--- config.mk ---
export PLATFORM = sky130hd
export DESIGN_NAME = execute_flat
export DESIGN_NICKNAME = d
export VERILOG_FILES = /design/src/hdl/procPkg.sv /design/src/hdl/ctrlIf.sv /design/src/hdl/execute.sv /design/src/flat_wrapper.sv
export SDC_FILE = /design/constraint.sdc
export NUM_CORES = 1
export LEC_CHECK = 0
export BUFFER_PORTS_ARGS = -buffer_cell sky130_fd_sc_hd__buf_2
export CORE_ASPECT_RATIO = 0.75
export CORE_UTILIZATION = 50
export DETAILED_ROUTE_END_ITERATION = 8
export PLACE_DENSITY = 0.84
export SYNTH_ARGS = -nofsm -noshare
export SYNTH_HDL_FRONTEND = slang
export SYNTH_SLANG_ARGS = --single-unit
--- constraint.sdc ---
create_clock -name vclk -period 3.81
set_clock_uncertainty 0.05 [all_clocks]
set_input_delay 0.5715 -clock vclk [all_inputs]
set_output_delay 0.5715 -clock vclk [all_outputs]
set_load 0.005 [all_outputs]
--- src/hdl/procPkg.sv ---
`default_nettype none

package procPkg;

    // Word and register file sizes
    localparam int dataWidth = 16;
    localparam int regCount = 8;
    localparam int regAddrWidth = 3;

    // Memory depths in words, upper address bits are ignored
    localparam int imemDepth = 256;
    localparam int dmemDepth = 256;
    localparam int imemAddrWidth = $clog2(imemDepth);
    localparam int dmemAddrWidth = $clog2(dmemDepth);

    // Five-bit opcodes in instr[15:11]
    typedef enum logic [4:0] {
        HALT  = 5'b00000,
        NOP   = 5'b00001,
        J     = 5'b00100,
        ADDI  = 5'b01000,
        SUBI  = 5'b01001,
        XORI  = 5'b01010,
        ANDNI = 5'b01011,
        BEQZ  = 5'b01100,
        BNEZ  = 5'b01101,
        ST    = 5'b10000,
        LD    = 5'b10001,
        LBI   = 5'b11000,
        RRR   = 5'b11011
    } opcodeE;

    // ALU operations, sub is B minus A and andn is A and not B
    typedef enum logic [2:0] {
        ALU_ADD,
        ALU_SUB,
        ALU_XOR,
        ALU_ANDN,
        ALU_PASSB
    } aluOpE;

    // Immediate formats
    typedef enum logic [1:0] {
        IMM_SEXT5,
        IMM_ZEXT5,
        IMM_SEXT8
    } immKindE;

endpackage

`default_nettype wire

--- src/hdl/ctrlIf.sv ---
`timescale 1ns/1ps
`default_nettype none

interface ctrlIf import procPkg::*; ();

    logic    regWrite;
    logic    memWrite;
    logic    memToReg;
    logic    aluSrc;
    logic    branchZero;
    logic    branchNotZero;
    logic    jump;
    logic    halt;
    logic    illegal;
    immKindE immKind;
    aluOpE   aluOp;

    modport dec (
        output regWrite, memWrite, memToReg, aluSrc, branchZero, branchNotZero,
        output jump, halt, illegal, immKind, aluOp
    );
    modport regs (input regWrite, immKind);
    modport alu (input aluSrc, aluOp);
    modport mem (input memWrite, memToReg);
    modport pc (input branchZero, branchNotZero, jump);

endinterface

`default_nettype wire

--- src/hdl/execute.sv ---
`timescale 1ns/1ps
`default_nettype none

module execute import procPkg::*; (
    input  logic [dataWidth-1:0] readA,
    input  logic [dataWidth-1:0] readB,
    input  logic [dataWidth-1:0] imm,
    ctrlIf.alu                   ctl,
    output logic [dataWidth-1:0] result,
    output logic                 zero
);

    logic [dataWidth-1:0] opB;

    assign opB = ctl.aluSrc ? imm : readB;

    always_comb begin
        case (ctl.aluOp)
            ALU_ADD:   result = readA + opB;
            // Reversed subtract as in SUBI and SUB
            ALU_SUB:   result = opB - readA;
            ALU_XOR:   result = readA ^ opB;
            ALU_ANDN:  result = readA & ~opB;
            ALU_PASSB: result = opB;
            default:   result = '0;
        endcase
    end

    // Branch condition tests Rs
    assign zero = (readA == '0);

endmodule

`default_nettype wire

--- src/flat_wrapper.sv ---
// flat-port wrapper written by rule: the top's interface ports become plain ports
module execute_flat import procPkg::*;
  (readA, readB, imm, result, zero, ctl_aluSrc, ctl_aluOp);
  ctrlIf ctl_i ();
  input  logic [dataWidth-1:0] readA;
  input  logic [dataWidth-1:0] readB;
  input  logic [dataWidth-1:0] imm;
  output logic [dataWidth-1:0] result;
  output logic zero;
  input wire logic [$bits(ctl_i.aluSrc)-1:0] ctl_aluSrc;
  input wire logic [$bits(ctl_i.aluOp)-1:0] ctl_aluOp;
  assign ctl_i.aluSrc = ctl_aluSrc;
  assign ctl_i.aluOp = ctl_aluOp;
  execute u_core (.readA(readA), .readB(readB), .imm(imm), .ctl(ctl_i), .result(result), .zero(zero));
endmodule
==> out/qor.csv, run 1 <==
stage,metric,value,unit
global_route,first-pass GRT wire length,9220,um
final_layout,clkbuf count,0,
detailed_routing,DR WL/cell,15.4,um
detailed_routing,DRT antenna net count,0,
sta,Setup Viol. Count Final,3,
sta,Slew HR,76.4,%
detailed_routing,Starting DRT DRC Count,317,
final_layout,share of layout cells above drive strength 1,37.2,%
worst_hold_path,Hold Crit Class,in -> out,
global_route,largest net degree at the start of global routing,19,
critical_path,Worst setup EP type,output port,
synth,post-synthesis cell count,272,
final_layout,diode count,0,
final_layout,fillers,255,
cts,hold buffer count at cts,0,
final_layout,most frequent cells in the layout,"buf_2 (65), buf_4 (36), nor2_1 (35)",
sta,fin crit share,104,%
sta,Slew @ Worst Pin,351,ps
detailed_routing,# DRC,0,
synth,syn nets,358,
synth,synth warn,0,
critical_path,max incr delay on CP,460,ps
final_layout,area grow syn2layout,41.9,%
job,Max-Cap Viols,0,
final_layout,"leading cell type in the layout, fill and taps excluded",buf_2,
place,placed inst area,2470,um^2
status,failing checks,setup timing,
sta,final hold slack,1360,ps
floorplan,Initial Util,54.4,%
floorplan,Rows,18,
final_layout,multi-input logic area,1850,um^2
global_route,vias in the first global route,2094,
place,Final HPWL DP,4760,um
final_layout,num sequential,0,
critical_path,crit start category,input port,
critical_path,kind of critical path,in -> out,
global_route,total track usage,29.5,%
final_layout,net count reported at finish,454,
critical_path,Critical Path Fanout Max,3,
place,gpl congestion,0.936,
critical_path,"Slowest-stage cell, CP",or4_4,
final_layout,Register Area,0,um^2
critical_path,WP data required,3190,ps
sta,max-slew violations,0,
pwr,P_leak,1.37,nW
status,outcome,"complete, but fails checks",
synth,Post-Syn Area,1860,um^2
detailed_routing,Vias/cell,5.86,
critical_path,CP Cell Sequence,"buf_8, inv_4, ha_4, nand2b_4, or4_4, o31ai_4, xor2_1, ha_1, a21oi_2, nor2_1, a211oi_2, o31a_4, o21bai_4, mux2_4, nand2_2, buf_6",
floorplan,Ports,69,
synth,Mean Syn Cell Area,6.84,um^2
floorplan,Die Wd,72.5,um
critical_path,arrival time worst endpoint,3330,ps
pwr,Cell Pwr Density,192,nW/um^2
floorplan,full die area,3970,um^2
floorplan,Core Region,3420,um^2
final_layout,fin area,2640,um^2
detailed_routing,DR pass1 iterations,5,
global_route,initial antenna violation count,0,
sta,Setup WS post-layout,-140,ps
detailed_routing,DRT Wirelength,6390,um
place,IO Port Bufs,69,
sta,Max Freq,253,MHz
detailed_routing,Via Count,2437,
sta,RSZ-0062 raised after global routing,yes,
synth,Yosys cell types,46,
global_route,grt total ovfl,0,
sta,min cycle time layout,3950,ps
pwr,VDD IR max,0.112,mV
floorplan,Die H,54.8,um
synth,sequential share of the synthesized area,0,%
sta,Final Hold Fails,0,
-- final cells by class --
class / instances / area share [%]
multi-input combinational: 239 / 70.1
inverter: 22 / 3.31
timing repair buffer: 105 / 24.2
tap: 50 / 2.37
-- kinds of logic (layout without fill, tap and decap cells) --
| group | after synthesis | count (layout) | share of synthesized area, % |
|---|---|---|---|
| compound gates | 85 | 85 | 30.0 |
| simple gates | 78 | 78 | 18.7 |
| fa+ha+maj | 34 | 34 | 23.3 |
| buf+inv | 33 | 127 | 7.06 |
| xor+xnor | 25 | 25 | 11.8 |
| mux | 17 | 17 | 9.21 |
-- synth_stat cells (3+ instances only) --
| cell | count | area (um^2) |
|---|---|---|
| nand2b_1 | 4 | 25.0 |
| nor2_1 | 36 | 135 |
| nor3_1 | 4 | 20.0 |
| inv_1 | 22 | 82.6 |
| o21ai_2 | 3 | 26.3 |
| a21oi_1 | 30 | 150 |
| buf_2 | 3 | 15.0 |
| xnor2_1 | 18 | 158 |
| nor2b_1 | 3 | 18.8 |
| ha_1 | 33 | 413 |
| nand2_1 | 20 | 75.1 |
| a31oi_1 | 5 | 31.3 |
| xor2_1 | 7 | 61.3 |
| mux2i_1 | 16 | 160 |
| o21a_1 | 4 | 30.0 |
| o22a_1 | 4 | 35.0 |
| o21ai_0 | 12 | 60.1 |
| o221ai_1 | 6 | 52.6 |
| clkbuf_1 | 7 | 26.3 |
| o22ai_1 | 6 | 37.5 |
-- metrics by stage --
stage	total power [mW]	util [%]	instances	setup slack (ps)	setup TNS, ps
after floorplan	0.292	-	272	172	0
after global placement	0.435	72.1	413	-94.3	-144
after detailed placement	0.448	72.1	413	-182	-450
after CTS	0.462	74.0	414	-50.8	-50.8
after global routing	0.555	77.2	416	-268	-682
final	0.507	77.2	416	-140	-229
-- critical path, delay by kind of cell --
kind	cells	cell delay, ps
adder cells (fa/ha/maj)	2	430
AO/OA/AOI/OAI	5	930
buffers and inverters	3	240
AND/OR/NAND/NOR	4	670
multiplexers	1	310
XOR/XNOR	1	170
-- layer usage --
layer / track usage [%] / up-vias / routed length [um]
li1: - / 1173 / -
met1: 43.4 / 1082 / 2880
met2: 49.2 / 158 / 2710
met3: 0.552 / 24 / 668
met4: 4.25 / 0 / 126
met5: 0 / - / 0
-- power by group --
group / leakage (nW) / internal (mW) / switching, mW
Clock: 0 / 0 / 0
Sequential: 0 / 0 / 0
Combinational: 1.37 / 0.240 / 0.266
-- final timing paths --
check,slack [ps],cells after the start,start,end
worst max-delay path,-140,16,readA[0],result[13]
worst min-delay path,1360,3,readA[14],zero
-- what timing repair did --
item / CTS / global route
resized for setup: 14 / 23
endpoints found under the setup margin: 5 / 8
hold endpoints to repair: 0 / 0
pin swaps: 8 / 22
buffers inserted: 1 / 2
(Power assumes the default switching activity.)
==> run 2: changes to the inputs <==
--- a/config.mk
+++ b/config.mk
@@ -10,6 +10,7 @@
 export CORE_UTILIZATION = 50
 export DETAILED_ROUTE_END_ITERATION = 8
 export PLACE_DENSITY = 0.84
+export SETUP_SLACK_MARGIN = 0.4
 export SYNTH_ARGS = -nofsm -noshare
 export SYNTH_HDL_FRONTEND = slang
 export SYNTH_SLANG_ARGS = --single-unit
==> out/qor.csv, run 2 (same netlist as run 1, synthesis figures left out) <==
stage,metric,value,unit,change
place,Cells after DPL,410,,-0.73%
critical_path,Worst setup EP type,output port,,
sta,TNS Setup,-505,ps,-276 ps
floorplan,Die H,54.8,um,unchanged
sta,Final Hold Fails,0,,unchanged
pwr,P_leak,1.45,nW,+6.1%
final_layout,area grow syn2layout,51.4,%,
critical_path,CP Cell Sequence,"buf_12, inv_12, ha_4, nand2b_4, or4_4, nand2_2, xor2_1, ha_1, a2111o_1, o21ai_4, o31a_4, o21bai_4, mux2_4, nand2_2, buf_6",,
pwr,switching share of power,52.3,%,-0.27 points
critical_path,Critical Path Fanout Max,3,,unchanged
detailed_routing,DR WL/cell,18.0,um,+17%
final_layout,num sequential,0,,unchanged
sta,fin crit share,104,%,about the same
final_layout,most frequent cells in the layout,"buf_2 (63), buf_4 (39), nor2_1 (32), ha_1 (32), a21oi_1 (27)",,
critical_path,crit start category,input port,,
pwr,sequential group share of total power,0,%,unchanged
global_route,initial antenna violation count,0,,unchanged
detailed_routing,Vias/cell,6.22,,+6.2%
global_route,first-pass GRT wire length,9740,um,+5.6%
critical_path,"most used cell, CP",nand2_2,,
floorplan,Die Wd,72.5,um,unchanged
sta,max-slew violations,0,,unchanged
sta,Slew @ Worst Pin,589,ps,+238 ps
floorplan,Ports,69,,unchanged
place,IO Port Bufs,69,,unchanged
global_route,grt total ovfl,0,,unchanged
final_layout,Finished Layout Cells,424,,+1.9%
final_layout,"Core Util, Final",82.3,%,+5.2 points
floorplan,Core Region,3420,um^2,unchanged
pwr,Internal,275,uW,+14%
place,gpl congestion,0.960,,+2.5%
final_layout,net count reported at finish,462,,+1.8%
status,outcome,"complete, but fails checks",,
detailed_routing,DRT antenna net count,0,,unchanged
final_layout,share of layout cells above drive strength 1,41.7,%,+4.6 points
global_route,total track usage,31.6,%,+2.1 points
sta,Max Freq,253,MHz,about the same
final_layout,clkbuf count,0,,unchanged
sta,RSZ-0062 raised after global routing,yes,,
critical_path,max incr delay on CP,480,ps,+20 ps
critical_path,arrival time worst endpoint,3330,ps,about the same
pwr,Gate power share,100.0,%,about the same
final_layout,Register Area,0,um^2,unchanged
detailed_routing,DR pass1 iterations,5,,unchanged
critical_path,crit path to,result[13],,
floorplan,Initial Util,54.4,%,unchanged
final_layout,diode count,0,,unchanged
critical_path,kind of critical path,in -> out,,
sta,min cycle time layout,3950,ps,+1.82 ps
critical_path,WP data required,3190,ps,about the same
critical_path,Setup crit start,readA[1],,
detailed_routing,# DRC,0,,unchanged
pwr,Cell Pwr Density,204,nW/um^2,+6.6%
sta,Setup Viol. Count Final,7,,+4
pwr,Psw,301,uW,+13%
detailed_routing,Starting DRT DRC Count,391,,+23%
global_route,largest net degree at the start of global routing,17,,-2
pwr,VDD IR max,0.118,mV,+4.8%
worst_hold_path,Hold Crit Class,in -> out,,
final_layout,"leading cell type in the layout, fill and taps excluded",buf_2,,
sta,Setup WS post-layout,-142,ps,-1.82 ps
job,Max-Cap Viols,0,,unchanged
place,placed inst area,2520,um^2,+2.2%
floorplan,Rows,18,,unchanged
detailed_routing,DRT Wirelength,7640,um,+20%
pwr,Clock power frac,0,%,unchanged
critical_path,"Slowest-stage cell, CP",or4_4,,
global_route,vias in the first global route,2154,,+2.9%
sta,Slew HR,60.6,%,-16 points
place,Final HPWL DP,4770,um,about the same
floorplan,full die area,3970,um^2,unchanged
status,failing checks,setup timing,,
detailed_routing,Via Count,2638,,+8.2%
cts,hold buffer count at cts,0,,unchanged
final_layout,fin area,2820,um^2,+6.7%
==> run 2: critical path: cells and delay by family <==
kind / cells / cell delay [ps]
AOI/OAI and AO/OA: 4 / 870
and+or+nand+nor: 4 / 700
adders and majority gates: 2 / 440
muxes: 1 / 300
buffers and inverters: 3 / 250
xor gates and xnor gates: 1 / 190
==> run 2: final cells by class <==
| class | instances | area, um^2 |
|---|---|---|
| multi-input combinational | 239 | 1910 |
| timing repair buffer | 113 | 744 |
| fill | 212 | 604 |
| inverter | 22 | 97.6 |
| tap | 50 | 62.6 |
==> run 2: worst min-delay path by stage <==
stage | start | endpoint | depth (start not counted)
floorplan | readA[15] | zero | 1
global placement | readA[14] | zero | 3
detailed placement | readA[14] | zero | 3
CTS | readA[14] | zero | 3
global route | readA[14] | zero | 3
finish | readA[14] | zero | 3
==> run 2: power by group through the flow <==
stage	combinational [mW]	clock, mW	sequential, mW
2_1_floorplan	0.305	0	0
3_3_place_gp	0.449	0	0
3_5_place_dp	0.462	0	0
4_1_cts	0.481	0	0
5_1_grt	0.619	0	0
6_report	0.576	0	0
==> run 2: metal layers <==
layer / wire length, um / part of all wire (%) / up-vias / GRT usage (%)
li1: - / - / 1185 / -
met3: 959 / 13 / 58 / 3.13
met2: 3280 / 43 / 218 / 54.5
met4: 396 / 5.2 / 0 / 12.1
met1: 3000 / 39 / 1177 / 41.4
met5: 0 / 0 / - / 0
==> run 2: per-stage QoR <==
stage / setup slack (ps) / power, mW / hold WS (ps)
6_report: -142 / 0.576 / 1370
5_1_grt: -206 / 0.619 / 1380
4_1_cts: -53.5 / 0.481 / 1360
3_5_place_dp: -153 / 0.462 / 1360
3_3_place_gp: -84.4 / 0.449 / 1360
2_1_floorplan: 225 / 0.305 / 1130
==> run 2: repair_timing <==
action	in CTS	in global routing
endpoints found under the setup margin	11	11
pin swaps	9	26
endpoints found under the hold margin	0	0
gates cloned	0	0
setup buffers	2	12
gates resized for setup	17	33
==> run 3: changes to the inputs <==
==> constraint.sdc (replaced) <==
create_clock -name vclk -period 3.81
set_clock_uncertainty 0.05 [all_clocks]
set_input_delay 0.381 -clock vclk [all_inputs]
set_output_delay 0.381 -clock vclk [all_outputs]
set_load 0.005 [all_outputs]
==> out/qor.csv, run 3 (same netlist as run 1, synthesis figures left out) <==
stage,metric,value,unit,change
status,outcome,completed,,
floorplan,Die Wd,72.5,um,unchanged
final_layout,multi-input logic area,1810,um^2,-5.5%
critical_path,crit path to,result[7],,
final_layout,most frequent cells in the layout,"buf_2 (65), nor2_1 (35), ha_1 (32)",,
critical_path,arrival time worst endpoint,3100,ps,-230 ps
critical_path,Worst setup EP type,output port,,
sta,max-slew violations,0,,unchanged
detailed_routing,Starting DRT DRC Count,196,,-50%
global_route,largest net degree at the start of global routing,19,,+2
final_layout,Finished Layout Cells,398,,-6.1%
critical_path,kind of critical path,in -> out,,
pwr,Cell Pwr Density,192,nW/um^2,-6.0%
final_layout,area grow syn2layout,32.4,%,
global_route,first-pass GRT wire length,8990,um,-7.7%
critical_path,WP data required,3380,ps,+190 ps
place,Final HPWL DP,4320,um,-9.3%
detailed_routing,DRT Wirelength,6060,um,-21%
job,Max-Cap Viols,0,,unchanged
global_route,total track usage,29.0,%,-2.6 points
sta,Max Freq,283,MHz,+12%
final_layout,fillers,273,,+29%
detailed_routing,Vias/cell,5.80,,-6.8%
detailed_routing,DR pass1 iterations,5,,unchanged
critical_path,Setup crit start,readA[0],,
sta,Slew @ Worst Pin,717,ps,+128 ps
sta,Slew HR,52.2,%,-8.4 points
place,gpl congestion,0.932,,-2.9%
place,Cells after DPL,386,,-5.9%
final_layout,clkbuf count,0,,unchanged
detailed_routing,DR WL/cell,15.2,um,-16%
sta,TNS Setup,0,ps,+505 ps
floorplan,full die area,3970,um^2,unchanged
global_route,grt total ovfl,0,,unchanged
final_layout,net count reported at finish,436,,-5.6%
detailed_routing,Via Count,2309,,-12%
final_layout,share of layout cells above drive strength 1,33.3,%,-8.4 points
detailed_routing,# DRC,0,,unchanged
final_layout,"leading cell type in the layout, fill and taps excluded",buf_2,,
sta,Final Hold Fails,0,,unchanged
final_layout,Register Area,0,um^2,unchanged
sta,fin crit share,92.7,%,-11 points
worst_hold_path,Hold Crit Class,in -> out,,
sta,min cycle time layout,3530,ps,-419 ps
pwr,VDD IR max,0.0980,mV,-17%
global_route,vias in the first global route,1906,,-12%
detailed_routing,DRT antenna net count,0,,unchanged
final_layout,num sequential,0,,unchanged
sta,Setup Viol. Count Final,0,,-7
final_layout,"Core Util, Final",72.0,%,-10 points
floorplan,Core Region,3420,um^2,unchanged
floorplan,Ports,69,,unchanged
global_route,initial antenna violation count,0,,unchanged
floorplan,Die H,54.8,um,unchanged
sta,RSZ-0062 raised after global routing,yes,,
pwr,P_leak,1.27,nW,-12%
critical_path,Critical Path Fanout Max,3,,unchanged
floorplan,Rows,18,,unchanged
pwr,Final Power,474,uW,-18%
place,IO Port Bufs,69,,unchanged
floorplan,Initial Util,54.4,%,unchanged
final_layout,diode count,0,,unchanged
critical_path,crit start category,input port,,
## run 3: changes by cell type in the layout (fill, tap and decap cells not counted), sizes merged
cell	before	now
buf	113	86
clkbuf	0	1
## run 3: worst max-delay path: stages
cell and delay [ps]:
buf_8 100, inv_4 50, ha_4 150, nand2b_4 50, or4_4 460, nand2_2 100
xor2_1 150, ha_1 270, a2111o_1 380, o21ai_2 210, buf_4 160, xor2_1 150
nor2_1 50, a31oi_1 130, o22ai_1 110, buf_2 180
## run 3: worst min-delay path by stage
stage	startpoint	endpoint	cells past startpoint
finish	readA[14]	zero	3
global route	readA[14]	zero	3
CTS	readA[14]	zero	3
detailed placement	readA[14]	zero	3
global placement	readA[14]	zero	3
floorplan	readA[15]	zero	1
## run 3: cell type report
cell class | count | area share, %
Inverter | 22 | 3.55
Tap cell | 50 | 2.54
Timing Repair Buffer | 87 | 20.5
Multi-Input combinational cell | 239 | 73.4
## run 3: where the power goes
| part | internal (mW) | leakage, nW | total [mW] | switching (mW) |
|---|---|---|---|---|
| logic | 0.222 | 1.27 | 0.474 | 0.252 |
| clock network | 0 | 0 | 0 | 0 |
| registers | 0 | 0 | 0 | 0 |
## run 3: timing repair
| item | CTS | global route |
|---|---|---|
| resized for setup | 23 | 11 |
| endpoints found under the setup margin | 7 | 9 |
| setup buffers | 5 | 7 |
| hold buffers | 0 | 0 |
| pin swaps | 8 | 8 |
## run 3: stage by stage
stage	worst slack (ps)	hold slack, ps	instance area [um^2]
final	277	984	2460
after global routing	146	989	2460
after CTS	339	981	2390
after detailed placement	108	980	2270
after global placement	231	977	2270
after floorplan	553	746	1860
## run 3: metal layers
layer / vias up / GRT usage (%) / share of wire [%]
met5: - / 0 / 0
met1: 1050 / 42.6 / 49
met2: 111 / 47.8 / 43
met3: 6 / 1.47 / 6.6
li1: 1142 / - / -
met4: 0 / 4.25 / 0.78
